<file path="src/include/mem_stage_params.svh">
// width, RAM size and memory wait-cycle macros for the memory stage
`ifndef MEM_STAGE_PARAMS_SVH
`define MEM_STAGE_PARAMS_SVH

// ****************************************
// datapath
// ****************************************
`define XLEN            64      // data and address width
`define REG_ADDR_BITS   5       // register file index

// ****************************************
// data RAM
// ****************************************
`define DMEM_WORDS      256     // 64-bit words
`define DMEM_ADDR_BITS  8       // word index width, log2 of DMEM_WORDS

// fixed latency stand-in for the data cache
`define MEM_WAIT_CYCLES 2       // must be at least 1

`endif

</file>
<file path="src/hdl/mem_stage_pkg.sv">
// opcode enum, operation class enum and instruction word union
package mem_stage_pkg;

    // ****************************************
    // major opcodes, bits 6:0 of the word
    // ****************************************
    typedef enum logic [6:0] {
        OPC_LOAD      = 7'b0000011,
        OPC_STORE     = 7'b0100011,
        OPC_OP        = 7'b0110011,
        OPC_OP_IMM    = 7'b0010011,
        OPC_OP_32     = 7'b0111011,
        OPC_OP_IMM_32 = 7'b0011011,
        OPC_LUI       = 7'b0110111,
        OPC_AUIPC     = 7'b0010111,
        OPC_JAL       = 7'b1101111,
        OPC_JALR      = 7'b1100111
    } rv_opcode_e;

    // what the stage does with the instruction
    typedef enum logic [2:0] {
        CLASS_NONE  = 3'd0,     // no writeback, no memory
        CLASS_ALU   = 3'd1,     // writes execute result
        CLASS_LINK  = 3'd2,     // writes pc + 4
        CLASS_LOAD  = 3'd3,
        CLASS_STORE = 3'd4
    } op_class_e;

    // one instruction word, two decodings
    typedef union packed {
        struct packed {
            logic [6:0]  funct7;
            logic [4:0]  rs2;
            logic [4:0]  rs1;
            logic [2:0]  funct3;
            logic [4:0]  rd;       // writeback destination
            rv_opcode_e  opcode;
        } reg_view;
        struct packed {
            logic [6:0]  imm_hi;
            logic [4:0]  rs2;      // store data source
            logic [4:0]  rs1;
            logic [2:0]  funct3;   // access width, bit 2 = unsigned
            logic [4:0]  imm_lo;
            rv_opcode_e  opcode;
        } store_view;
    } rv_inst_u;

endpackage

</file>
<file path="src/hdl/wb_select.sv">
// register writeback enable, destination and value mux
`timescale 1ns/1ps
`include "mem_stage_params.svh"

module wb_select import mem_stage_pkg::*; (
    input  logic                      held_valid,
    input  op_class_e                 held_class,
    input  rv_inst_u                  held_inst,
    input  logic [`XLEN-1:0]          held_pc,
    input  logic [`XLEN-1:0]          held_alu_result,
    input  logic [`XLEN-1:0]          load_data,
    input  logic                      out_valid,
    output logic                      reg_wen,
    output logic [`REG_ADDR_BITS-1:0] reg_rd,
    output logic [`XLEN-1:0]          reg_wdata
);

    logic             live;     // a result is on the output this cycle
    logic             wen_raw;
    logic [`XLEN-1:0] wdata_raw;

    assign live = out_valid && held_valid;

    // value by class
    always_comb begin
        wen_raw   = 1'b1;
        wdata_raw = held_alu_result;
        case (held_class)
            CLASS_ALU:  wdata_raw = held_alu_result;
            CLASS_LINK: wdata_raw = held_pc + `XLEN'(4);   // return address
            CLASS_LOAD: wdata_raw = load_data;
            default: begin                                // store, none
                wen_raw   = 1'b0;
                wdata_raw = '0;
            end
        endcase
    end

    // quiet bus while nothing is offered
    assign reg_wen   = live && wen_raw;
    assign reg_rd    = live ? held_inst.reg_view.rd : '0;
    assign reg_wdata = live ? wdata_raw : '0;

endmodule

</file>
<file path="config.mk">
export PLATFORM = sky130hd
export DESIGN_NAME = wb_select
export DESIGN_NICKNAME = d
export VERILOG_FILES = /design/src/hdl/mem_stage_pkg.sv /design/src/hdl/wb_select.sv
export VERILOG_INCLUDE_DIRS = /design/src /design/src/include
export SDC_FILE = /design/constraint.sdc
export NUM_CORES = 1
export LEC_CHECK = 0
export ABC_AREA = 1
export BUFFER_PORTS_ARGS = -buffer_cell sky130_fd_sc_hd__buf_2
export CAP_MARGIN = 30
export CELL_PAD_IN_SITES_DETAIL_PLACEMENT = 1
export CELL_PAD_IN_SITES_GLOBAL_PLACEMENT = 2
export CORE_AREA = 4 4 177 128
export DETAILED_ROUTE_END_ITERATION = 6
export DIE_AREA = 0 0 181 132
export GPL_TIMING_DRIVEN = 0
export PLACE_DENSITY = 0.95
export SLEW_MARGIN = 20
export SYNTH_ARGS = -nofsm -noshare
export SYNTH_HDL_FRONTEND = slang
export SYNTH_SLANG_ARGS = --single-unit
</file>
<file path="constraint.sdc">
create_clock -name vclk -period 1.77
set_input_delay 0.354 -clock vclk [all_inputs]
set_output_delay 0.354 -clock vclk [all_outputs]
set_load 0.03 [all_outputs]
</file>
# After elaboration in Yosys (flattened, before gate mapping)
# Index checks and enable logic that the tools add are counted.
[totals]
reg_bits = 0
input_bits = 229
out_inout_bits = 70
elab_cells = 11
[op_classes]
n_addsub = 1
n_eq_ne = 3
muxes = 4
n_reduce_logical = 3
[op_table]
columns = ["cell", "n"]
rows = [
  ["$pmux W64 S3", 1],
  ["$add A64 B3 Y64 const B", 1],
  ["$mux W64", 1],
  ["$eq A3 B2 Y1 const B", 2],
  ["$mux W5", 1],
  ["$eq A3 B1 Y1 const B", 1],
  ["$reduce_or A3 Y1", 1],
  ["$logic_and A1 B1 Y1", 2],
  ["$mux W1", 1],
]

# Longest topological paths before layout
[logic_depth]
depth_word = 4
ltp_mapped = 11
depth_no_buf = 11

# Worst setup path after synthesis
# OpenSTA, ideal clock, no wires.
[synth_timing]
path_kind = "input port to output port"
from = "input port held_pc[2]"
to = "output port reg_wdata[58]"
arrival_ns = 1.751
required_time_ns = 1.416
path_slack_ns = -0.335
path_stages = 9
path_buffers = 0
cell_sequence = "ha_1 nand2_1 nor2_1 nand2_2 nor2_8 nand2_2 o21bai_1 nand3_1 a21oi_1"
[synth_between]
elab_chain_len = 3
[synth_rtl]
columns = ["element", "line", "source"]
rows = [
  ["start: declaration", "wb_select.sv:9", "input logic [`XLEN-1:0] held_pc,"],
  ["$add A64 B3 Y64", "wb_select.sv:30", "CLASS_LINK: wdata_raw = held_pc + `XLEN'(4);"],
  ["$pmux W64 S3", "wb_select.sv:28", "case (held_class)"],
  ["$mux W64", "wb_select.sv:42", "assign reg_wdata = live ? wdata_raw : '0;"],
  ["end: declaration", "wb_select.sv:15", "output logic [`XLEN-1:0] reg_wdata"],
]
# Every way passes these cells.

# Final worst setup path
[layout_timing]
from = "input port held_pc[2]"
to = "output port reg_wdata[47]"
# The elaborated chain is that of the path after synthesis.

==> flow_summary_export.csv <==
group,metric,value,unit
status,run_status,"finished, violations left",
status,violations,"negative setup slack",
power,ir_drop,0.124,mV
timing,relSlewSlack,0.716,
synth,synthesis.nets,927,
worst_setup_path,crit_top_cell,"nand2_4",
grt,first_global_vias,6343,
grt,grt_max_degree,11,
detailed_routing,drt_iter0_markers,258,
synth,yosys.area.top_type,"nand2_1",
worst_setup_path,critPathKind,"input pin to output pin",
timing,setup_viol,62,
die,die_height,132,µm
cells_and_area,n_fill_cell,2590,
cells_and_area,regArea,0,µm²
die,die-area,23900,µm²
grt,grt_pass1_wl,37100,µm
timing,rsz0062_at_grt,"yes",
worst_setup_path,end_kind,"output pin",
power,power.leakage,0.00367,µW
cells_and_area,multi_input_area,5060,µm²
synth,syn_inst,697,
worst_setup_path,arrival,1910,ps
place,hpwl,20900,µm
detailed_routing,wl,29700,µm
timing,final.setup.tns,-17680,ps
detailed_routing,drcViolationCount,0,
worst_setup_path,required,1420,ps
synth,synthTopCellsByArea,"nand2_1 26%, nor2_1 13%, a22oi_1 11%",
synth,netlist_area,3300,µm²
timing,period_minus_slack,2260,ps
cells_and_area,syn_to_final_growth,171,%
clock_tree,holdBufCountCts,0,
grt,grt_remaining_overflow,0,
detailed_routing,postRouteAntennaNets,0,
die,core_area,21100,µm²
synth,ys_seq_area_frac,0,
worst_setup_path,critPathMaxStageDelay,260,ps
synth,synth_area_per_cell,4.74,µm²
detailed_routing,first_pass_iters,5,
worst_setup_path,setup.worst_path.end,"reg_wdata[47]",
cells_and_area,seq_cells,0,
timing,finalHoldViolCount,0,
synth,synth_top_area_frac,0.264,
worst_setup_path,path_max_fanout,5,
place,port_buffers,272,
cells_and_area,final_common_cell,"buf_2",
worst_setup_path,start_kind,"input pin",
grt,antenna_found_initial,3,
cells_and_area,fin_nets,1280,
die,initial_core_util,0.157,
timing,fmax,442,MHz
synth,yosys_warnings,0,
detailed_routing,via_count,6582,
detailed_routing,viasPerCell,4.95,
synth,synth.distinct_cells,27,
detailed_routing,routedWlPerCell,22.3,µm
hold_path,min_path_cells,4,
timing,finalCritPeriodShare,1.28,
die,rows,45,
timing,report.final.slew_viol_count,0,
grt,track_usage,0.197,
timing,tightest_slew,426,ps
flow_run,cap_violations,0,
hold_path,hold_class,"input pin to output pin",
power,power.total,1510,µW
timing,setup_ws,-494,ps
die,die_x,181,µm
power,powerDensity,168,nW/µm²
cells_and_area,drive_gt1_frac,0.713,
cells_and_area,final_cell_mix,"161 x buf_2, 118 x nand2_1, 95 x buf_6",
worst_setup_path,crit_chain,"buf_8 > buf_4 > nand3_4 > inv_6 > nand2_4 > nor2_4 > nand2_4 > o21bai_1 > nand3_1 > a21oi_2 > buf_6",
die,ios,299,
place,gp_congestion,0.920,
cells_and_area,nClkBuffers,0,
worst_setup_path,worstSetupStartpoint,"held_pc[2]",
timing,hold_ws,1040,ps
worst_setup_path,crit_slowest_cell,"o21bai_1",
## logic make-up after synthesis
group / synth area share
AOI/OAI and AO/OA: 0.275
buffers and inverters: 0.106
and+or+nand+nor: 0.615
adders and majority gates: 0.00379
## worst min path at each step
| stage | start | to | slack (ps) |
|---|---|---|---|
| final | held_inst[11] | reg_rd[4] | 1040 |
| after global routing | held_inst[11] | reg_rd[4] | 1070 |
| after CTS | held_inst[11] | reg_rd[4] | 1040 |
| after detailed placement | held_inst[11] | reg_rd[4] | 1040 |
| after global placement | held_inst[10] | reg_rd[3] | 1040 |
| after floorplan | held_inst[7] | reg_rd[0] | 860 |
## routing by layer
layer | up-vias | part of all wire | global-route usage
met4 | 4 | 0.031 | 0.0196
met2 | 341 | 0.48 | 0.335
met3 | 65 | 0.091 | 0.0463
met1 | 3141 | 0.40 | 0.265
li1 | 3031 | - | -
met5 | - | 0.00071 | 0
## critical path: cells and delay by family
kind,cells,cell delay (ps)
and+or+nand+nor,5,660
buffers and inverters,4,450
AOI/OAI and AO/OA,2,440
## power by group
| part | total, µW | internal [µW] | leakage, µW | switching [µW] |
|---|---|---|---|---|
| clock network | 0.0000757 | 0.0000756 | 0.00000000634 | 0 |
| logic | 1510 | 671 | 0.00367 | 837 |
| registers | 0 | 0 | 0 | 0 |
## final cells by class
type                            instances  area share
Tap cell                              282      0.0394
Timing Repair Buffer                  351       0.337
Multi-Input combinational cell        607       0.565
Antenna cell                            1    0.000279
Inverter                               65      0.0328
Buffer                                 25      0.0257
## cells in the mapped netlist (7+ instances only)
| master | count |
|---|---|
| a21oi_1 | 51 |
| a22oi_1 | 47 |
| a31oi_1 | 12 |
| buf_2 | 9 |
| clkbuf_1 | 15 |
| inv_1 | 58 |
| nand2_1 | 232 |
| nand2_2 | 12 |
| nand3_1 | 66 |
| nand4_1 | 10 |
| nor2_1 | 113 |
| nor2_2 | 11 |
| nor2_4 | 7 |
| o21bai_1 | 19 |
| or2_2 | 7 |
## stage by stage
stage               cells   util  instance area [µm²]  worst slack [ps]
floorplan             697      -                 3850              -103
global placement     1251  0.264                 5560             -1060
detailed placement   1252  0.264                 5580             -1050
CTS                  1288  0.335                 7080              -421
global route         1331  0.424                 8960              -546
finish               1331  0.424                 8960              -494
## what timing repair did
action                                  4_1_cts  5_1_grt
pin swaps                                    57      170
buffers inserted                             32       45
gates cloned                                  4        1
endpoints found under the setup margin       70       64
gates resized for setup                     335      428
Power figures use the tool's default switching activity.
