[config.mk]
export PLATFORM = sky130hd
export DESIGN_NAME = wait_timer
export DESIGN_NICKNAME = d
export VERILOG_FILES = /design/src/hdl/wait_timer.sv
export VERILOG_INCLUDE_DIRS = /design/src /design/src/include
export SDC_FILE = /design/constraint.sdc
export NUM_CORES = 1
export LEC_CHECK = 0
export ABC_AREA = 1
export BUFFER_PORTS_ARGS = -buffer_cell sky130_fd_sc_hd__buf_4
export CAP_MARGIN = 20
export CORE_AREA = 3 3 40 42
export CTS_CLUSTER_DIAMETER = 100
export CTS_CLUSTER_SIZE = 28
export DETAILED_ROUTE_END_ITERATION = 16
export DIE_AREA = 0 0 43 45
export PLACE_DENSITY = 0.3
export SLEW_MARGIN = 5
export SYNTH_ARGS = -nofsm -noshare
export SYNTH_HDL_FRONTEND = slang
export SYNTH_SLANG_ARGS = --single-unit
export TNS_END_PERCENT = 50
[constraint.sdc]
create_clock -name clk -period 1.3 [get_ports clk]
set_clock_uncertainty 0.15 [all_clocks]
set_input_delay 0.13 -clock clk [delete_from_list [all_inputs] [get_ports clk]]
set_output_delay 0.13 -clock clk [all_outputs]
set_load 0.01 [all_outputs]
[src/include/mem_stage_params.svh]
// width, RAM size and memory wait-cycle macros for the memory stage
`ifndef MEM_STAGE_PARAMS_SVH
`define MEM_STAGE_PARAMS_SVH

// ****************************************
// datapath
// ****************************************
`define XLEN            64      // data and address width
`define REG_ADDR_BITS   5       // register file index

// ****************************************
// data RAM
// ****************************************
`define DMEM_WORDS      256     // 64-bit words
`define DMEM_ADDR_BITS  8       // word index width, log2 of DMEM_WORDS

// fixed latency stand-in for the data cache
`define MEM_WAIT_CYCLES 2       // must be at least 1

`endif

[src/hdl/wait_timer.sv]
// down-counter timing the fixed memory wait cycles
`timescale 1ns/1ps
`include "mem_stage_params.svh"

module wait_timer (
    input  logic clk,
    input  logic rst,
    input  logic timer_start,
    output logic timer_done
);

    localparam int CNT_W = $clog2(`MEM_WAIT_CYCLES + 1);
    localparam logic [CNT_W-1:0] LOAD_VAL = CNT_W'(`MEM_WAIT_CYCLES - 1);

    logic [CNT_W-1:0] cnt;
    logic             idle;     // high when no count is in flight

    // done lands MEM_WAIT_CYCLES cycles after the start strobe
    assign timer_done = !idle && (cnt == '0);

    always_ff @(posedge clk) begin
        if (rst) begin
            cnt  <= '0;
            idle <= 1'b1;
        end else if (timer_start) begin
            cnt  <= LOAD_VAL;
            idle <= 1'b0;
        end else if (timer_done) begin
            idle <= 1'b1;           // one done pulse only
        end else if (!idle) begin
            cnt  <= cnt - CNT_W'(1);
        end
    end

endmodule

After elaboration in Yosys (flattened, before gate mapping)
Index checks and enable logic that the tools add are counted.
Word-level totals
  register bits: 3
  latch bits: 0
  RAM bits: 0
  bits in read-only memories: 0
  bits of input ports: 3
  output and inout port bits: 1
  word-level logic and storage cells: 20
  memories kept: 0
Cells by class
  $add $sub $neg: 1
  multiply operators: 0
  divide/modulo/power cells: 0
  $lt $le $gt $ge: 0
  equal/unequal tests: 2
  shift operators: 0
  mux-type cells: 5
  bitwise gates (word level): 2
  reductions and logical operators: 7
Operators by type and width (count)
  $mux W1: 5
  $ne A2 B2 Y1 const B: 2
  $reduce_and A2 Y1: 2
  $logic_not A2 Y1: 1
  $not A1 Y1: 2
  $reduce_bool A2 Y1: 1
  $reduce_or A2 Y1: 1
  $sub A2 B1 Y2 const B: 1
  $logic_and A1 B1 Y1: 1
  $logic_not A1 Y1: 1

Depth between registers and ports, before layout
  word-level depth: 4
  mapped depth: 8
  depth with buffers taken out: 8

Worst setup path after synthesis
No wires, ideal clock.
  path kind: register to register
  start: register cnt[0]
  end: register cnt[0]
  setup time: 109 ps
  data arrival time: 858 ps
  required time: 1041 ps
  path slack: 183 ps
  stages on the path, launching flop included: 9
  path buffers: 0
  period minus slack after synthesis: 1117 ps
  cells stage by stage: dfxtp_1 > inv_1 > ha_1 > inv_1 > nand2_1 > nand2_1 > nand3_1 > nand2_1 > inv_1
Between the ends
  cells in the longest elaborated chain, start to end: 4
  elaborated cells on any way between the ends: 8
  those cells by class: 1 x add/sub; 1 x eq/ne; 3 x mux; 3 x reduce/logical
Ends and longest elaborated chain
  start: declaration: RTL line wait_timer.sv:15  | logic [CNT_W-1:0] cnt;
  start signal: assignment: RTL line wait_timer.sv:31  | cnt <= cnt - CNT_W'(1);
  $sub A2 B1 Y2 or $logic_not A2 Y1 (tied branches): RTL line wait_timer.sv:31, wait_timer.sv:19
  $mux W1 or $logic_and A1 B1 Y1 (tied branches): RTL line wait_timer.sv:30, wait_timer.sv:19
  $mux W1 or $ne A2 B2 Y1 (tied branches)
  $mux W1 or $reduce_and A2 Y1 (tied branches)
Parallel ways exist; a longest one is shown, timed or not. The select of a mux whose other input is x is not followed.
A chain may end at the register's enable or synchronous reset.

Worst setup path after layout
  start: register cnt[0]
  end: output timer_done
Between the ends
  cells in the longest elaborated chain, start to end: 2
Ends and longest elaborated chain
  $logic_not A2 Y1: RTL line wait_timer.sv:19  | assign timer_done = !idle && (cnt == '0);
  $logic_and A1 B1 Y1: RTL line wait_timer.sv:19
  end: declaration: RTL line wait_timer.sv:9  | output logic timer_done
Every way passes these cells.

==> results.tsv <==
stage	metric	value	unit
critical_path	crit end category	output pin	
synth	top cell type's share of synthesized area	40.0	%
critical_path	max incr delay on CP	0.32	ns
layout	Inserted Diodes	0	
clock_tree	H-tree Lvls	1	
floorplanning	Initial Util	11.7	%
clock_tree	CTS sink cnt	3	
global_routing	global-route wire length before repair	517	µm
critical_path	Buffers & Inverters on Critical Path	3	
critical_path	slowest CP cell	dfxtp_2	
synth	Post-synth EDFFs	0	
clock_tree	CTS Root Cell	clkbuf_4	
sta	Fmax achieved	797	MHz
critical_path	worst path arrival time	0.98	ns
synth	Cells after Synth	23	
sta	part of the cycle the worst path needs	96.6	%
layout	Area Growth Syn to Fin	80.0	%
critical_path	FF-to-FF setup slack	0.11	ns
critical_path	CP required	1.02	ns
synth	most frequent cell after synthesis	inv_1	
critical_path	path depth of the worst reg2reg path	8	
sta	RSZ-0062 raised after global routing	no	
sta	Slew Viols, Final	0	
run_status	status	complete, no violations	
critical_path	RR Endpoint	cnt[0]$_SDFFE_PP0P_	
detailed_routing	DRC	0	
global_routing	pin count of the biggest net entering global routing	4	
layout	# fillers	143	
sta	Final Hold Fails	0	
worst_hold_path	Worst Hold Class	register to register	
synth	top_reg_cell synth	dfxtp_1	
power_and_ir_drop	peak supply drop	0.384	mV
sta	Worst Max-Slew Pin Slew	0.129	ns
placement	I/O Buffers	3	
layout	Multi-input gate area	78.8	µm²
synth	leading area contributor after synthesis	dfxtp_1	
critical_path	Crit path max-delay family	flip-flops	
floorplanning	Die H	45	µm
clock_tree	clock buffer depth	2	
global_routing	GR Overflow Total	0	
clock_tree	Worst-path clk slew	0.04	ns
floorplanning	Core Region	0.00128	mm²
worst_hold_path	WHS Path Cells	4	
detailed_routing	DR pass1 iterations	3	
power_and_ir_drop	Leak	0.000134	µW
synth	Syn. warnings	0	
flow_run	max cap viols	0	
critical_path	kind of critical path	register to output pin	
global_routing	antenna violations before repair	0	
global_routing	gr busiest metal	met1	
sta	TNS Setup	0	ns
sta	crit path time final	1.26	ns
synth	Synthesized Nets	27	
worst_hold_path	worst hold path startpoint	cnt[0]$_SDFFE_PP0P_	
sta	slew margin rel.	91.4	%
floorplanning	row count	13	
layout	Seq. cell area	62.6	µm²
floorplanning	total die area	0.00194	mm²
synth	Syn Area/Cell	6.53	µm²
global_routing	met3 Usage GRT	2.39	%
global_routing	GRT Total Usage	3.99	%
detailed_routing	routed len/inst	6.73	µm
critical_path	Max FO, Critical Path	2	
floorplanning	Die W	43	µm
placement	Detail Placement HPWL	208	µm
synth	Yosys reg bits	3	
power_and_ir_drop	Design Power	317	µW
critical_path	Critical Path, Cell by Cell	inv_2 -> ha_4 -> inv_2 -> nor2_2 -> buf_4	
clock_tree	clk_lat worst skew	0.24	ns
synth	Post-Syn Area	150	µm²
global_routing	met1 usage	5.04	%
sta	Setup Viol. Count Final	0	
synth	Synth async-reset ratio	0	%
clock_tree	Num CTS Buffers	3	
synth	Synth cell types	9	
worst_hold_path	worst hold endpoint	cnt[0]$_SDFFE_PP0P_	
critical_path	Reg2Reg Launch Point	cnt[0]$_SDFFE_PP0P_	
detailed_routing	via count	161	
placement	Final GP Congestion	0.632	
clock_tree	TritonCTS clock tree	done	
placement	Area after DPL	191	µm²
detailed_routing	WL final	330	µm
floorplanning	I/O Pins	4	
synth	Synth top cells by count	7 x inv_1, 6 x nand2_1, 3 x dfxtp_1, 2 x nor2_1	
detailed_routing	Via-to-Cell Ratio	3.29	
layout	finished layout cell area	270	µm²
critical_path	most used cell, CP	inv_2	
layout	final net count	39	
synth	Seq/Total Area, Yosys	40.0	%
power_and_ir_drop	pwr/cell area	1170	mW/mm²
critical_path	Startpoint Class	register	
layout	share of layout cells above drive strength 1	47.1	%
global_routing	M2 GR Usage	4.49	%
detailed_routing	Detailed Route Iter0 Violations	1	
detailed_routing	DRT antenna net count	0	
global_routing	vias in the first global route	139	
synth	Synth area leaders	dfxtp_1 40%, inv_1 18%, nand2_1 15%	
-- where the power goes --
group	internal [µW]	switching, µW	leakage, µW
Combinational	26.6	21.7	0.0000932
Sequential	98.5	3.87	0.0000255
Clock	115	51.2	0.0000150
-- logic make-up after synthesis --
| family | count (synthesis) | share of synthesized area, % |
|---|---|---|
| compound gates | 2 | 6.66 |
| fa+ha+maj | 1 | 8.33 |
| buf+inv | 7 | 17.5 |
| flops | 3 | 40.0 |
| simple gates | 10 | 27.5 |
-- through the flow --
stage / utilization (%) / hold WS (ns) / setup WS [ns] / cells
6_report: 21.0 / 0.399 / 0.0448 / 49
5_1_grt: 21.0 / 0.437 / 0.00163 / 49
4_1_cts: 20.1 / 0.332 / 0.00226 / 48
3_5_place_dp: 14.9 / 0.196 / 0.109 / 41
3_3_place_gp: 14.9 / 0.206 / 0.109 / 41
2_1_floorplan: - / 0.0878 / 0.183 / 23
-- repair_timing --
| item | 4_1_cts | 5_1_grt |
|---|---|---|
| gates resized for setup | 4 | 4 |
| setup buffers | 1 | 1 |
| hold buffers | 2 | 0 |
| endpoints found under the hold margin | 3 | 0 |
| pin swaps | 2 | 1 |
| setup endpoints to repair | 1 | 1 |
-- layout by cell type (no fill, tap or decap) --
cell type,count
inv_2,3
clkbuf_4,3
clkbuf_1,1
dfxtp_1,1
inv_1,4
nand3_1,1
nand2_1,6
nor2_2,2
a21oi_1,1
buf_4,5
nor2_1,1
o21ai_0,1
ha_4,1
dlygate4sd3_1,2
dfxtp_2,2
-- worst reg2reg max path, cell delays in order, from the launching register on --
cell and delay, ns:
dfxtp_2 0.32, inv_2 0.05, ha_4 0.15, buf_4 0.12
nor2_2 0.11, nand2_1 0.06, nand3_1 0.08, nand2_1 0.05
inv_1 0.04
-- flip-flops by register name, indices dropped and copies added, names as in the netlist --
| signal | cells |
|---|---|
| cnt | 2 |
| idle | 1 |
-- how the worst max path moves through the flow --
stage	startpoint	to	slack [ns]	cells after the start
6_report	cnt[0]$_SDFFE_PP0P_	timer_done	0.04	5
5_1_grt	cnt[0]$_SDFFE_PP0P_	timer_done	0.002	5
4_1_cts	cnt[0]$_SDFFE_PP0P_	timer_done	0.002	5
3_5_place_dp	cnt[0]$_SDFFE_PP0P_	cnt[0]$_SDFFE_PP0P_	0.11	8
3_3_place_gp	cnt[0]$_SDFFE_PP0P_	cnt[0]$_SDFFE_PP0P_	0.11	8
2_1_floorplan	cnt[0]$_SDFFE_PP0P_	cnt[0]$_SDFFE_PP0P_	0.18	8
-- final cells by class --
cell class | instances | area share (%)
clock buffers | 4 | 9.72
inverters | 7 | 9.72
multi-input cells | 13 | 29.2
flip-flops and latches | 3 | 23.1
well taps | 15 | 6.94
repair buffers | 7 | 21.3
-- layer usage --
| metal | vias to the layer above | wire, µm |
|---|---|---|
| met5 | - | 0 |
| li1 | 88 | - |
| met2 | 4 | 144 |
| met4 | 0 | 0 |
| met3 | 0 | 20 |
| met1 | 69 | 165 |
Note: power is estimated with default switching activity, not from simulation.
