===== config.mk =====
export PLATFORM = sky130hd
export DESIGN_NAME = mem_access_fsm
export DESIGN_NICKNAME = d
export VERILOG_FILES = /design/src/include/mem_stage_params.svh /design/src/hdl/mem_stage_pkg.sv /design/src/hdl/mem_access_fsm.sv
export SDC_FILE = /design/constraint.sdc
export NUM_CORES = 1
export LEC_CHECK = 0
export ABC_AREA = 1
export CORE_AREA = 10 10 47 49
export CTS_CLUSTER_DIAMETER = 150
export DETAILED_ROUTE_END_ITERATION = 12
export DIE_AREA = 0 0 57 59
export DONT_BUFFER_PORTS = 1
export HOLD_SLACK_MARGIN = 0.03
export PLACE_DENSITY = 0.46
export SLEW_MARGIN = 20
export SYNTH_ARGS = -nofsm -noshare
export SYNTH_HDL_FRONTEND = slang
export SYNTH_SLANG_ARGS = --single-unit

===== constraint.sdc =====
create_clock -name clk -period 1.5 [get_ports clk]
set_clock_uncertainty 0.05 [all_clocks]
set_input_delay 0 -clock clk [delete_from_list [all_inputs] [get_ports clk]]
set_output_delay 0 -clock clk [all_outputs]
set_load 0.01 [all_outputs]

===== src/include/mem_stage_params.svh =====
// width, RAM size and memory wait-cycle macros for the memory stage
`ifndef MEM_STAGE_PARAMS_SVH
`define MEM_STAGE_PARAMS_SVH

// ****************************************
// datapath
// ****************************************
`define XLEN            64      // data and address width
`define REG_ADDR_BITS   5       // register file index

// ****************************************
// data RAM
// ****************************************
`define DMEM_WORDS      256     // 64-bit words
`define DMEM_ADDR_BITS  8       // word index width, log2 of DMEM_WORDS

// fixed latency stand-in for the data cache
`define MEM_WAIT_CYCLES 2       // must be at least 1

`endif


===== src/hdl/mem_stage_pkg.sv =====
// opcode enum, operation class enum and instruction word union
package mem_stage_pkg;

    // ****************************************
    // major opcodes, bits 6:0 of the word
    // ****************************************
    typedef enum logic [6:0] {
        OPC_LOAD      = 7'b0000011,
        OPC_STORE     = 7'b0100011,
        OPC_OP        = 7'b0110011,
        OPC_OP_IMM    = 7'b0010011,
        OPC_OP_32     = 7'b0111011,
        OPC_OP_IMM_32 = 7'b0011011,
        OPC_LUI       = 7'b0110111,
        OPC_AUIPC     = 7'b0010111,
        OPC_JAL       = 7'b1101111,
        OPC_JALR      = 7'b1100111
    } rv_opcode_e;

    // what the stage does with the instruction
    typedef enum logic [2:0] {
        CLASS_NONE  = 3'd0,     // no writeback, no memory
        CLASS_ALU   = 3'd1,     // writes execute result
        CLASS_LINK  = 3'd2,     // writes pc + 4
        CLASS_LOAD  = 3'd3,
        CLASS_STORE = 3'd4
    } op_class_e;

    // one instruction word, two decodings
    typedef union packed {
        struct packed {
            logic [6:0]  funct7;
            logic [4:0]  rs2;
            logic [4:0]  rs1;
            logic [2:0]  funct3;
            logic [4:0]  rd;       // writeback destination
            rv_opcode_e  opcode;
        } reg_view;
        struct packed {
            logic [6:0]  imm_hi;
            logic [4:0]  rs2;      // store data source
            logic [4:0]  rs1;
            logic [2:0]  funct3;   // access width, bit 2 = unsigned
            logic [4:0]  imm_lo;
            rv_opcode_e  opcode;
        } store_view;
    } rv_inst_u;

endpackage


===== src/hdl/mem_access_fsm.sv =====
// load/store sequencer, IDLE, WAIT, ACCESS and DONE, plus output valid
`timescale 1ns/1ps

module mem_access_fsm import mem_stage_pkg::*; (
    input  logic      clk,
    input  logic      rst,
    input  logic      held_valid,
    input  op_class_e held_class,
    input  logic      out_ready,
    input  logic      timer_done,
    output logic      timer_start,
    output logic      ram_rd_en,
    output logic      ram_wr_en,
    output logic      out_valid,
    output logic      out_fire
);

    // ****************************************
    // state encoding
    // ****************************************
    localparam logic [1:0] S_IDLE   = 2'd0;
    localparam logic [1:0] S_WAIT   = 2'd1;   // timer running
    localparam logic [1:0] S_ACCESS = 2'd2;   // one RAM cycle
    localparam logic [1:0] S_DONE   = 2'd3;   // result ready, waiting for sink

    logic [1:0] state;
    logic [1:0] state_nxt;
    logic       is_mem;

    assign is_mem = (held_class == CLASS_LOAD) || (held_class == CLASS_STORE);

    always_comb begin
        state_nxt = state;
        case (state)
            S_IDLE:   if (held_valid && is_mem) state_nxt = S_WAIT;
            S_WAIT:   if (timer_done) state_nxt = S_ACCESS;
            S_ACCESS: state_nxt = S_DONE;
            S_DONE:   if (out_fire) state_nxt = S_IDLE;
            default:  state_nxt = S_IDLE;
        endcase
    end

    always_ff @(posedge clk) begin
        if (rst) begin
            state <= S_IDLE;
        end else begin
            state <= state_nxt;
        end
    end

    // kick the timer on the first cycle a memory op sits here
    assign timer_start = (state == S_IDLE) && held_valid && is_mem;

    // single-cycle strobes, so a stalled store writes once
    assign ram_rd_en = (state == S_ACCESS) && (held_class == CLASS_LOAD);
    assign ram_wr_en = (state == S_ACCESS) && (held_class == CLASS_STORE);

    // non-memory ops go straight through
    assign out_valid = held_valid && (is_mem ? (state == S_DONE) : 1'b1);
    assign out_fire  = out_valid && out_ready;

endmodule


# Yosys cells after proc, flatten, opt, wreduce, memory -nomap -nowiden

Cells that the tools add are included.

Reduce and logical (&&, ||, !) cells: 10
Eq/ne operators: 8
Mux-type cells: 5

Operators with widths:

| cell                                          | number |
|---|---|
| one-hot mux 2 bit (4 select lines)            | 1 |
| logical AND 1 bit                             | 7 |
| 2-to-1 mux 2 bit                              | 3 |
| inequality test 2 bit, second input constant  | 3 |
| == test 2 bit, second input constant          | 2 |
| == test 3 x 2 -> 1 bit, second input constant | 1 |
| == test 3 bit, second input constant          | 1 |
| AND reduction 3 bit                           | 1 |
| == test 2 x 1 -> 1 bit, second input constant | 1 |
| logical NOT 2 bit                             | 1 |
| logical OR 1 bit                              | 1 |
| 2-to-1 mux 1 bit                              | 1 |

Register bits after elaboration: 2
Input bits: 8
Word-level logic and storage cells: 24
Output and inout bits: 5

# Depth between registers and ports, before layout

Depth after elaboration: 7
Mapped depth: 8
Mapped depth without buffers: 8

# Worst setup path after synthesis

Ideal clock, no wire load.

Path kind: flip-flop to flip-flop
From: register state[0]
To: register state[1]
Path slack: 0.349 ns
Arrival time: 0.991 ns
Period minus slack after synthesis: 1.151 ns
Path buffers: 0
Required time: 1.340 ns
Stages on the path, launching flop included: 7
Library setup time: 0.110 ns
Path through: dfxtp_1 bufinv_8 ha_1 inv_1 nand4_1 nand2_1 nor2_1

Elaborated cells between the ends (all ways): 12
Those cells by class: eq/ne: 6; mux: 2; reduce/logical: 4

RTL lines:

| item                                   | RTL line             | text |
|---|---|---|
| start: declaration                     | mem_access_fsm.sv:26 | `logic [1:0] state;` |
| start signal: assignment               | mem_access_fsm.sv:47 | `state <= state_nxt;` |
| == test 2 bit (tied with other cells)  | mem_access_fsm.sv:34 | `case (state)` |
| one-hot mux 2 bit (4 select lines) (*) | mem_access_fsm.sv:34 |  |
| net state_nxt[1]                       | mem_access_fsm.sv:27 | `logic [1:0] state_nxt;` |

The timed path passes the listed nets; every way through them passes the cells marked *.
A chain may end at the register's enable or synchronous reset.

# Worst setup path after layout

From: register state[0]
To: register state[1]

Cells in the longest elaborated chain, start to end: 6
Elaborated cells between the ends (all ways): 12
Those cells by class: eq/ne: 6; mux: 2; reduce/logical: 4

Ends and longest elaborated chain:

| item                                   | RTL line                                   | text |
|---|---|---|
| == test 2 bit                          | mem_access_fsm.sv:34, mem_access_fsm.sv:59 |  |
| 2-to-1 mux 1 bit                       | mem_access_fsm.sv:59                       | `assign out_valid = held_valid && (is_mem ? (state == S_DONE) : 1'b1);` |
| logical AND 1 bit                      | mem_access_fsm.sv:59                       |  |
| logical AND 1 bit                      | mem_access_fsm.sv:60                       | `assign out_fire = out_valid && out_ready;` |
| inequality test 2 bit (no source line) | -                                          |  |
| AND reduction 3 bit (no source line)   | -                                          |  |

Parallel ways exist; a longest one is shown, timed or not.

==> metrics.cfg <==
[sta]
setup_violations = 0
tns_ps = 0
hold_violations = 0
layout_min_cycle_time_ps = 1260
worst_slack_ps = 240
worst_pin_slew_ps = 368
fmax_mhz = 794
final_max_slew_viol_count = 0
rsz0062_at_grt = false
fin_crit_sh_pct = 84.0
relSlewSlack_pct = 75.3

[setup_path]
critical_path_class = flop to flop
r2r-start = state[0]
crit_fanout = 4
worst-path-buf-inv = 2
crit_chain = bufinv_8 > ha_1 > nand2_2 > nand3_2 > nand2_1 > inv_1 > nor2_1
start_kind = flop
timing.rr.end = state[1]
end_kind = flop
crit_family = flip-flops
max_stage_delay_ps = 370
r2r_cells = 7
arrival_ps = 1360
crit_start = state[0]
crit_path_top_delay_cell = dfxtp_1
regToRegSetupSlack_ps = 240
cp.required_ps = 1600

[hold_path]
hold_depth = 5
hp-start = timer_done
hold_class = input port to flop
min_to = state[0]

[final_layout]
largest-register = state
reg_top3 = state x2
fin_nets = 66
drive_gt1_share_pct = 21.6
antennaDiodeCount = 0
design_area_um2 = 368
n_fill_cell = 175
largest_reg_flops = 2
area_delta_synth_final_pct = 16.7
fin_cells = 67

[clocking]
cts_sinks = 2
cts_tree = yes
cts_setup_buffers = 0
clock_path_buffers = 2
numCtsBuffers = 3
clockRootBuffer = clkbuf_4
cts.clk_slew.worst_paths_ps = 30
h-tree-depth = 1
insertion_delay_ps = 210
cts_resized = 0

[detailed_routing]
wl_per_cell_um = 9.66
vias = 267
drt-vias-per-instance = 3.99
drtAntennaViolNets = 0
drt-total-wl_um = 647
drt_iter0_drc = 0
drc = 0
dr.pass1.iters = 1

[power_and_ir_drop]
leakage_nw = 0.201
powerDensity_mw_per_mm2 = 1590
peakVddDrop_mv = 0.456

[synth]
syn-cell-area_um2 = 315
ys_ff_latch = 2
ys_types = 15
syn_nets = 60
yosysWarnings = 0
avgSynthCellArea_um2 = 6.71
synth_seq_area_share_pct = 12.7
syn_inst = 47

[floorplan]
start_util_pct = 22.5
fp.coreArea_mm2 = 0.00140
num_rows = 14
dieHeight_um = 59
die_x_um = 57
die_area_mm2 = 0.00336
ios = 13

[grt]
antenna_found_initial = 0
grt.overflow.total = 0
grt_pass1_wl_um = 1150
grt_max_degree = 5
grt_pass1_vias = 262
grt.total_usage_pct = 4.18

[placement]
io_buffer_count = 0
place_ws_ps = 251
post_dp_cell_area_um2 = 335
place_hpwl_um = 597
place.gp.congestion = 0.655
place_inst = 63

[flow_run]
maxCapViolations = 0

[outcome]
status = finished, final reports clean

==> cells by family (layout without fill, tap and decap cells) <==
logic type,after synthesis,in the layout,share of synthesized area (%)
flip-flops,2,2,12.7
buffers and inverters,12,16,23.4
adder cells (fa/ha/maj),5,5,19.8
AO/OA/AOI/OAI,2,2,6.75
AND/OR/NAND/NOR,26,26,37.3
==> power by group <==
| group | leakage (nW) | internal, mW | switching (mW) |
|---|---|---|---|
| Clock | 0.0138 | 0.0876 | 0.0228 |
| Sequential | 0.0166 | 0.0795 | 0.0241 |
| Combinational | 0.171 | 0.190 | 0.181 |
==> cells in the mapped netlist <==
cell / n / area share [%]
nand3_2: 1 / 3.2
nand2_1: 9 / 11
o21ai_1: 1 / 1.6
nand4_1: 2 / 4.0
ha_1: 5 / 20
bufinv_8: 2 / 11
nand3_1: 2 / 3.2
o21ai_4: 1 / 5.2
nor2_1: 9 / 11
inv_2: 1 / 1.2
dfxtp_1: 2 / 13
nor3_1: 1 / 1.6
nand2_2: 2 / 4.0
clkinvlp_2: 1 / 1.6
inv_1: 8 / 9.5
==> tightest hold or removal path, cell delays in order <==
cell and delay [ps]:
inv_1 30, nand2_2 70, nand4_1 90, nand2_1 60, nor2_1 30
==> metrics by stage <==
step           util [%]  hold slack [ps]  power [mW]
6_report           26.3             56.2       0.585
5_1_grt            26.3             65.4       0.656
4_1_cts            26.3             57.1       0.597
3_5_place_dp       23.9             64.5       0.478
3_3_place_gp       23.9             62.8       0.479
2_1_floorplan         -             51.3       0.423
==> final cells by class <==
cell class	count	area [um^2]	area share (%)
multi-input combinational	33	201	54.8
tap	16	20.0	5.44
inverter	12	73.8	20.1
sequential	2	40.0	10.9
clock buffer	3	22.5	6.12
timing repair buffer	1	10.0	2.72
==> worst max path at each step <==
| stage | slack, ps | endpoint | cells after the start |
|---|---|---|---|
| floorplan | 350 | state[1] | 6 |
| global placement | 260 | state[1] | 7 |
| detailed placement | 250 | state[1] | 7 |
| CTS | 230 | out_fire | 3 |
| global route | 140 | out_fire | 3 |
| finish | 240 | state[1] | 7 |
==> layer usage <==
metal	up-vias	wire (um)	GRT usage, %
li1	149	-	-
met1	106	348	5.53
met2	10	266	5.58
met3	2	22	1.72
met4	0	10	2.01
met5	-	0	0
==> timing repair <==
action                                  in CTS  in global routing
endpoints found under the hold margin        2                  0
hold buffers                                 1                  0
endpoints found under the setup margin       0                  0
==> layout by cell type, fill, tap and decap left out <==
cell type / instances
nor2_1: 9
nand2_1: 9
inv_1: 8
ha_1: 5
clkbuf_4: 3
bufinv_8: 2
nand3_1: 2
nand2_2: 2
nand4_1: 2
dfxtp_1: 2
inv_2: 1
clkinvlp_2: 1
nor3_1: 1
o21ai_1: 1
o21ai_4: 1
nand3_2: 1
dlygate4sd3_1: 1
Power figures use the tool's default switching activity.
