File: config.mk
export PLATFORM = sky130hd
export DESIGN_NAME = mem_pipe_reg
export DESIGN_NICKNAME = d
export VERILOG_FILES = /design/src/hdl/mem_stage_pkg.sv /design/src/hdl/mem_pipe_reg.sv
export VERILOG_INCLUDE_DIRS = /design/src /design/src/include
export SDC_FILE = /design/constraint.sdc
export NUM_CORES = 1
export LEC_CHECK = 0
export ABC_AREA = 1
export BUFFER_PORTS_ARGS = -buffer_cell sky130_fd_sc_hd__buf_2
export CORE_AREA = 3 3 177 179
export CTS_CLUSTER_DIAMETER = 40
export CTS_CLUSTER_SIZE = 24
export DETAILED_ROUTE_END_ITERATION = 16
export DIE_AREA = 0 0 180 182
export HOLD_SLACK_MARGIN = 0.06
export PLACE_DENSITY = 0.53
export SYNTH_ARGS = -nofsm -noshare
export SYNTH_HDL_FRONTEND = slang
export SYNTH_SLANG_ARGS = --single-unit
export TNS_END_PERCENT = 30
File: constraint.sdc
create_clock -name clk -period 10.79 [get_ports clk]
set_clock_uncertainty 0.05 [all_clocks]
set_input_delay 2.158 -clock clk [delete_from_list [all_inputs] [get_ports clk]]
set_output_delay 2.158 -clock clk [all_outputs]
set_load 0.01 [all_outputs]
File: src/include/mem_stage_params.svh
// width, RAM size and memory wait-cycle macros for the memory stage
`ifndef MEM_STAGE_PARAMS_SVH
`define MEM_STAGE_PARAMS_SVH

// ****************************************
// datapath
// ****************************************
`define XLEN            64      // data and address width
`define REG_ADDR_BITS   5       // register file index

// ****************************************
// data RAM
// ****************************************
`define DMEM_WORDS      256     // 64-bit words
`define DMEM_ADDR_BITS  8       // word index width, log2 of DMEM_WORDS

// fixed latency stand-in for the data cache
`define MEM_WAIT_CYCLES 2       // must be at least 1

`endif

File: src/hdl/mem_stage_pkg.sv
// opcode enum, operation class enum and instruction word union
package mem_stage_pkg;

    // ****************************************
    // major opcodes, bits 6:0 of the word
    // ****************************************
    typedef enum logic [6:0] {
        OPC_LOAD      = 7'b0000011,
        OPC_STORE     = 7'b0100011,
        OPC_OP        = 7'b0110011,
        OPC_OP_IMM    = 7'b0010011,
        OPC_OP_32     = 7'b0111011,
        OPC_OP_IMM_32 = 7'b0011011,
        OPC_LUI       = 7'b0110111,
        OPC_AUIPC     = 7'b0010111,
        OPC_JAL       = 7'b1101111,
        OPC_JALR      = 7'b1100111
    } rv_opcode_e;

    // what the stage does with the instruction
    typedef enum logic [2:0] {
        CLASS_NONE  = 3'd0,     // no writeback, no memory
        CLASS_ALU   = 3'd1,     // writes execute result
        CLASS_LINK  = 3'd2,     // writes pc + 4
        CLASS_LOAD  = 3'd3,
        CLASS_STORE = 3'd4
    } op_class_e;

    // one instruction word, two decodings
    typedef union packed {
        struct packed {
            logic [6:0]  funct7;
            logic [4:0]  rs2;
            logic [4:0]  rs1;
            logic [2:0]  funct3;
            logic [4:0]  rd;       // writeback destination
            rv_opcode_e  opcode;
        } reg_view;
        struct packed {
            logic [6:0]  imm_hi;
            logic [4:0]  rs2;      // store data source
            logic [4:0]  rs1;
            logic [2:0]  funct3;   // access width, bit 2 = unsigned
            logic [4:0]  imm_lo;
            rv_opcode_e  opcode;
        } store_view;
    } rv_inst_u;

endpackage

File: src/hdl/mem_pipe_reg.sv
// execute-to-memory pipeline register, input handshake and class decode
`timescale 1ns/1ps
`include "mem_stage_params.svh"

module mem_pipe_reg import mem_stage_pkg::*; (
    input  logic             clk,
    input  logic             rst,
    input  logic             in_valid,
    output logic             in_ready,
    input  logic [`XLEN-1:0] in_pc,
    input  rv_inst_u         in_inst,
    input  logic [`XLEN-1:0] in_alu_result,
    input  logic [`XLEN-1:0] in_store_data,
    input  logic             out_fire,        // instruction leaves this cycle
    output logic             held_valid,
    output logic [`XLEN-1:0] held_pc,
    output rv_inst_u         held_inst,
    output logic [`XLEN-1:0] held_alu_result,
    output logic [`XLEN-1:0] held_store_data,
    output op_class_e        held_class
);

    op_class_e in_class;    // class of the incoming word
    logic      in_fire;

    // empty, or draining in this same cycle
    assign in_ready = !held_valid || out_fire;
    assign in_fire  = in_valid && in_ready;

    // decode once at capture, downstream only sees the class
    always_comb begin
        case (in_inst.reg_view.opcode)
            OPC_OP, OPC_OP_IMM, OPC_OP_32, OPC_OP_IMM_32,
            OPC_LUI, OPC_AUIPC: in_class = CLASS_ALU;
            OPC_JAL, OPC_JALR:  in_class = CLASS_LINK;
            OPC_LOAD:           in_class = CLASS_LOAD;
            OPC_STORE:          in_class = CLASS_STORE;
            default:            in_class = CLASS_NONE;   // unknown, pass through
        endcase
    end

    // control flags
    always_ff @(posedge clk) begin
        if (rst) begin
            held_valid <= 1'b0;
            held_class <= CLASS_NONE;
        end else if (in_fire) begin
            held_valid <= 1'b1;     // new word wins over a leaving one
            held_class <= in_class;
        end else if (out_fire) begin
            held_valid <= 1'b0;
        end
    end

    // payload
    always_ff @(posedge clk) begin
        if (in_fire) begin
            held_pc         <= in_pc;
            held_inst       <= in_inst;
            held_alu_result <= in_alu_result;   // also the memory address
            held_store_data <= in_store_data;
        end
    end

endmodule

## After elaboration in Yosys (flattened, before gate mapping)

Index checks and enable logic that the tools add are counted.

| storage, ports and cells | value |
|---|---|
| flip-flop bits (word level) | 228 |
| bits of input ports | 228 |
| output and inout bits | 229 |
| logic and storage cells | 25 |

| cells by class | value |
|---|---|
| equality and inequality tests | 10 |
| mux-type cells | 3 |
| reductions and logical operators | 6 |

Operators by type and width:

| kind | count |
|---|---|
| equality test 7 x 6 -> 1 bit, second input constant | 4 |
| equality test 7 x 5 -> 1 bit, second input constant | 3 |
| equality test 7 bit, second input constant | 2 |
| one-hot mux 3 bit (4 select lines) | 1 |
| equality test 7 x 2 -> 1 bit, second input constant | 1 |
| OR reduction 6 bit | 1 |
| 2-to-1 mux 1 bit | 2 |
| nonzero test 2 bit | 1 |
| OR reduction 2 bit | 1 |
| logical AND 1 bit | 1 |
| logical NOT 1 bit | 1 |
| logical OR 1 bit | 1 |

## Logic depth before layout (Yosys ltp)

| depth | value |
|---|---|
| depth after elaboration | 4 |
| gate-level depth with buffers | 7 |
| mapped depth without buffers | 7 |

## Worst setup path after synthesis

Ideal clock, no wire load.

| timing path | value |
|---|---|
| path type | input to register |
| start | in out_fire |
| end | reg held_class[2] |
| library setup time | 127 ps |
| arrival time | 6540 ps |
| data required time | 10613 ps |
| path slack | 4073 ps |
| stages on the path | 4 |
| buffers on the path | 0 |
| path through | inv_2 > a21oi_4 > a21boi_2 > nor2_1 |

| between the ends | value |
|---|---|
| word-level cells in the longest chain between the ends | 2 |

Ends and longest elaborated chain:

| element | RTL line | text |
|---|---|---|
| start, declared | mem_pipe_reg.sv:14 | `input logic out_fire,` |
| logical OR 1 bit | mem_pipe_reg.sv:27 | `assign in_ready = !held_valid \|\| out_fire;` |
| logical AND 1 bit | mem_pipe_reg.sv:28 | `assign in_fire = in_valid && in_ready;` |
| named net in_fire | mem_pipe_reg.sv:24 | `logic in_fire;` |
| end signal, assigned | mem_pipe_reg.sv:49 | `held_class <= in_class;` |
| end, declared | mem_pipe_reg.sv:20 | `output op_class_e held_class` |

The timed path passes the listed nets, and every way through them passes these cells.
A chain may end at the register's enable or synchronous reset.

## Final worst setup path

| timing path | value |
|---|---|
| start | in out_fire |
| end | out in_ready |

| between the ends | value |
|---|---|
| word-level cells in the longest chain between the ends | 1 |

Ends and longest elaborated chain:

| element | RTL line | text |
|---|---|---|
| logical OR 1 bit | mem_pipe_reg.sv:27 |  |
| end, declared | mem_pipe_reg.sv:9 | `output logic in_ready,` |

Every way passes these cells.

==> summary.md <==
| Metric | Value |
|---|---|
| Hold Path Class | reg -> reg |
| Synth top area share | 96.43% |
| Leak pwr | 4.678 nW |
| Flops & latches, synth | 228 |
| H-Tree Depth | 2 |
| Routed vias/inst | 3.781 |
| Initial Util | 23.47% |
| Post-Place Cells | 1114 |
| Nets | 989 |
| Final Slew Violations | 0 |
| Mapped Nets | 493 |
| DR pass1 iterations | 6 |
| Power Total | 2.259 mW |
| CP Class | in -> out |
| Clk sinks | 228 |
| Clk Latency, worst-skew pair | 480 ps |
| Final Hold Viols | 0 |
| Core area | 29720 um^2 |
| Largest net degree at the start of global routing | 81 |
| Number of DRC markers in iteration 0 | 148 |
| Multiplexer area fraction after synthesis | 0% |
| Die X | 180 um |
| Hold EP | held_class[2] |
| Tmin final | 4761 ps |
| R2R Path End | held_inst[25] |
| Syn-to-layout area delta | 56.32% |
| Adder-cell share of the synthesized area | 0% |
| Vias post-DR | 4450 |
| Area of the mapped netlist | 6975 um^2 |
| Critical path arrival | 2550 ps |
| Worst-margin pin slew | 1005 ps |
| Fin cells | 1177 |
| Final setup TNS | 0 ps |
| Post-Synth XOR/XNOR Area | 0% |
| Setup crit end kind | output port |
| Yosys top cell by area | edfxtp_1 |
| WHS | 478.1 ps |
| Mean post-synth cell area | 26.32 um^2 |
| Status | finished, final reports clean |
| FF-to-FF path depth | 3 |
| Max Fclk | 210.0 MHz |
| Post-CTS Hold Fix Bufs | 0 |
| Initial antenna violation count | 5 |
| # diodes | 0 |
| Maximum buffer depth of the clock tree | 3 |
| Cts repair resizes | 0 |
| Synth cell count leaders | edfxtp_1 (224), nand2_1 (10), nor2_1 (10) |
| Post-route ant nets | 0 |
| Number of flops mapped to enable cells by yosys | 224 |
| VDD IR max | 0.1168 mV |
| First-pass GRT wire length | 29170 um |
| Yosys warns | 0 |
| Clock transition at the registers of the reported paths | 50 ps |
| Mapped Cells | 265 |
| CTS buffer count | 35 |
| Power density over cell area | 207.1 nW/um^2 |
| WL/cell | 17.42 um |
| CTS tree | built |
| Relative slew slack | 33.01% |
| Worst Hold Launch | held_class[2] |
| IO Pins | 457 |
| Fill cells | 2883 |
| Async S/R FF share, synth | 0% |
| Reg2reg setup slack | 7760 ps |
| Worst setup SP type | primary input |
| HPWL Detailed | 16020 um |
| Synth Area in Simple Gates | 1.363% |
| Setup bufs post-CTS | 0 |
| GPL Wtd Cong | 0.7979 |
| Total GRT Usage | 11.81% |
| Synth Area in Compound Gates | 0.5740% |
| Row count | 63 |
| GRT Residual Overflow | 0 |
| Critical Path RT | 8580 ps |
| Die area | 32760 um^2 |
| Ranking of synthesized cells by area | edfxtp_1 (96%), dfxtp_1 (1.1%), nand2_1 (0.54%), nor2_1 (0.54%), inv_1 (0.43%) |
| Tcrit/Tclk final | 44.13% |
| Root Driver | clkbuf_16 |
| Layout cells sized above 1 | 65.69% |
| Vias in the first global route | 4759 |
| MaxCap Viol Count | 0 |
| FF/Latch Area | 6807 um^2 |
| Multi-input logic area | 135.1 um^2 |
| Number of port buffers | 456 |
| Count leader, synth | edfxtp_1 |
| Worst r2r src | held_valid |
| Largest family of logic cells by synthesized area | simple AND/OR/NAND/NOR gates |
| Die Ht | 182 um |
| Drt drc | 0 |
| Setup-failing EPs final | 0 |
| RSZ-0062 raised after global routing | false |
| WL final | 20500 um |
| Main synth FF type | edfxtp_1 |
| CP max FO | 2 |
| Synth unique cells | 12 |
| Sequential area share after synthesis | 97.58% |
| Worst Hold Depth | 2 |
==> placed cells by master, fill, tap and decap left out, drive strengths merged <==
cell | Yosys | final
dfxtp | 4 | 4
bufinv | 0 | 1
clkinvlp | 0 | 1
edfxtp | 224 | 224
nor2 | 10 | 10
clkinv | 0 | 16
nor3 | 1 | 1
buf | 0 | 459
nand2 | 10 | 10
a21boi | 1 | 1
clkbuf | 0 | 40
nand3 | 3 | 3
o21bai | 1 | 1
a21oi | 2 | 2
inv | 9 | 14
==> flip-flops by register name, indices dropped and copies added, names as in the netlist <==
register / cells
held_alu_result: 64
held_class: 3
held_pc: 64
held_store_data: 64
held_inst: 32
held_valid: 1
==> power breakdown <==
group	leakage [nW]	internal, mW	switching, mW
logic	1.92	0.0628	0.0856
clock network	0.556	0.660	0.401
registers	2.20	1.04	0.0129
==> worst max-delay path, stage by stage <==
cell and delay, ps:
buf_2 100, inv_2 70, nand2_1 70, buf_2 160
==> layout make-up <==
cell class	count	area share [%]
Clock buffer	40	8.594
Multi-Input combinational cell	28	1.239
Sequential cell	228	62.42
Tap cell	390	4.475
Inverter	9	0.3098
Clock inverter	23	1.824
Timing Repair Buffer	459	21.14
==> how the worst max path moves through the flow <==
stage | startpoint | endpoint | slack [ps] | depth (start not counted)
after detailed placement | out_fire | held_alu_result[33] | 5720 | 5
after global placement | out_fire | held_pc[1] | 5720 | 5
after floorplan | out_fire | held_class[2] | 4070 | 4
final | out_fire | in_ready | 6030 | 4
after global routing | out_fire | in_ready | 6020 | 4
after CTS | out_fire | in_ready | 6030 | 4
==> layer usage <==
layer  vias up  track usage, %  share of wire (%)
met4        10           4.394                2.8
met3        51           6.250                 13
met1      2031           12.04                 34
met2       306           20.58                 50
met5         -               0               0.28
li1       2052               -                  -
==> logic make-up after synthesis <==
kind of cell,Yosys count
flops,228
simple gates,24
buf+inv,9
compound gates,4
==> metrics by stage <==
stage | setup WS [ps] | util (%) | instance area [um^2]
detailed placement | 5720 | 32.87 | 9768
CTS | 6027 | 36.69 | 10900
global placement | 5723 | 32.87 | 9768
floorplan | 4073 | - | 6975
global route | 6016 | 36.69 | 10900
finish | 6029 | 36.69 | 10900
Note: power is estimated with default switching activity, not from simulation.
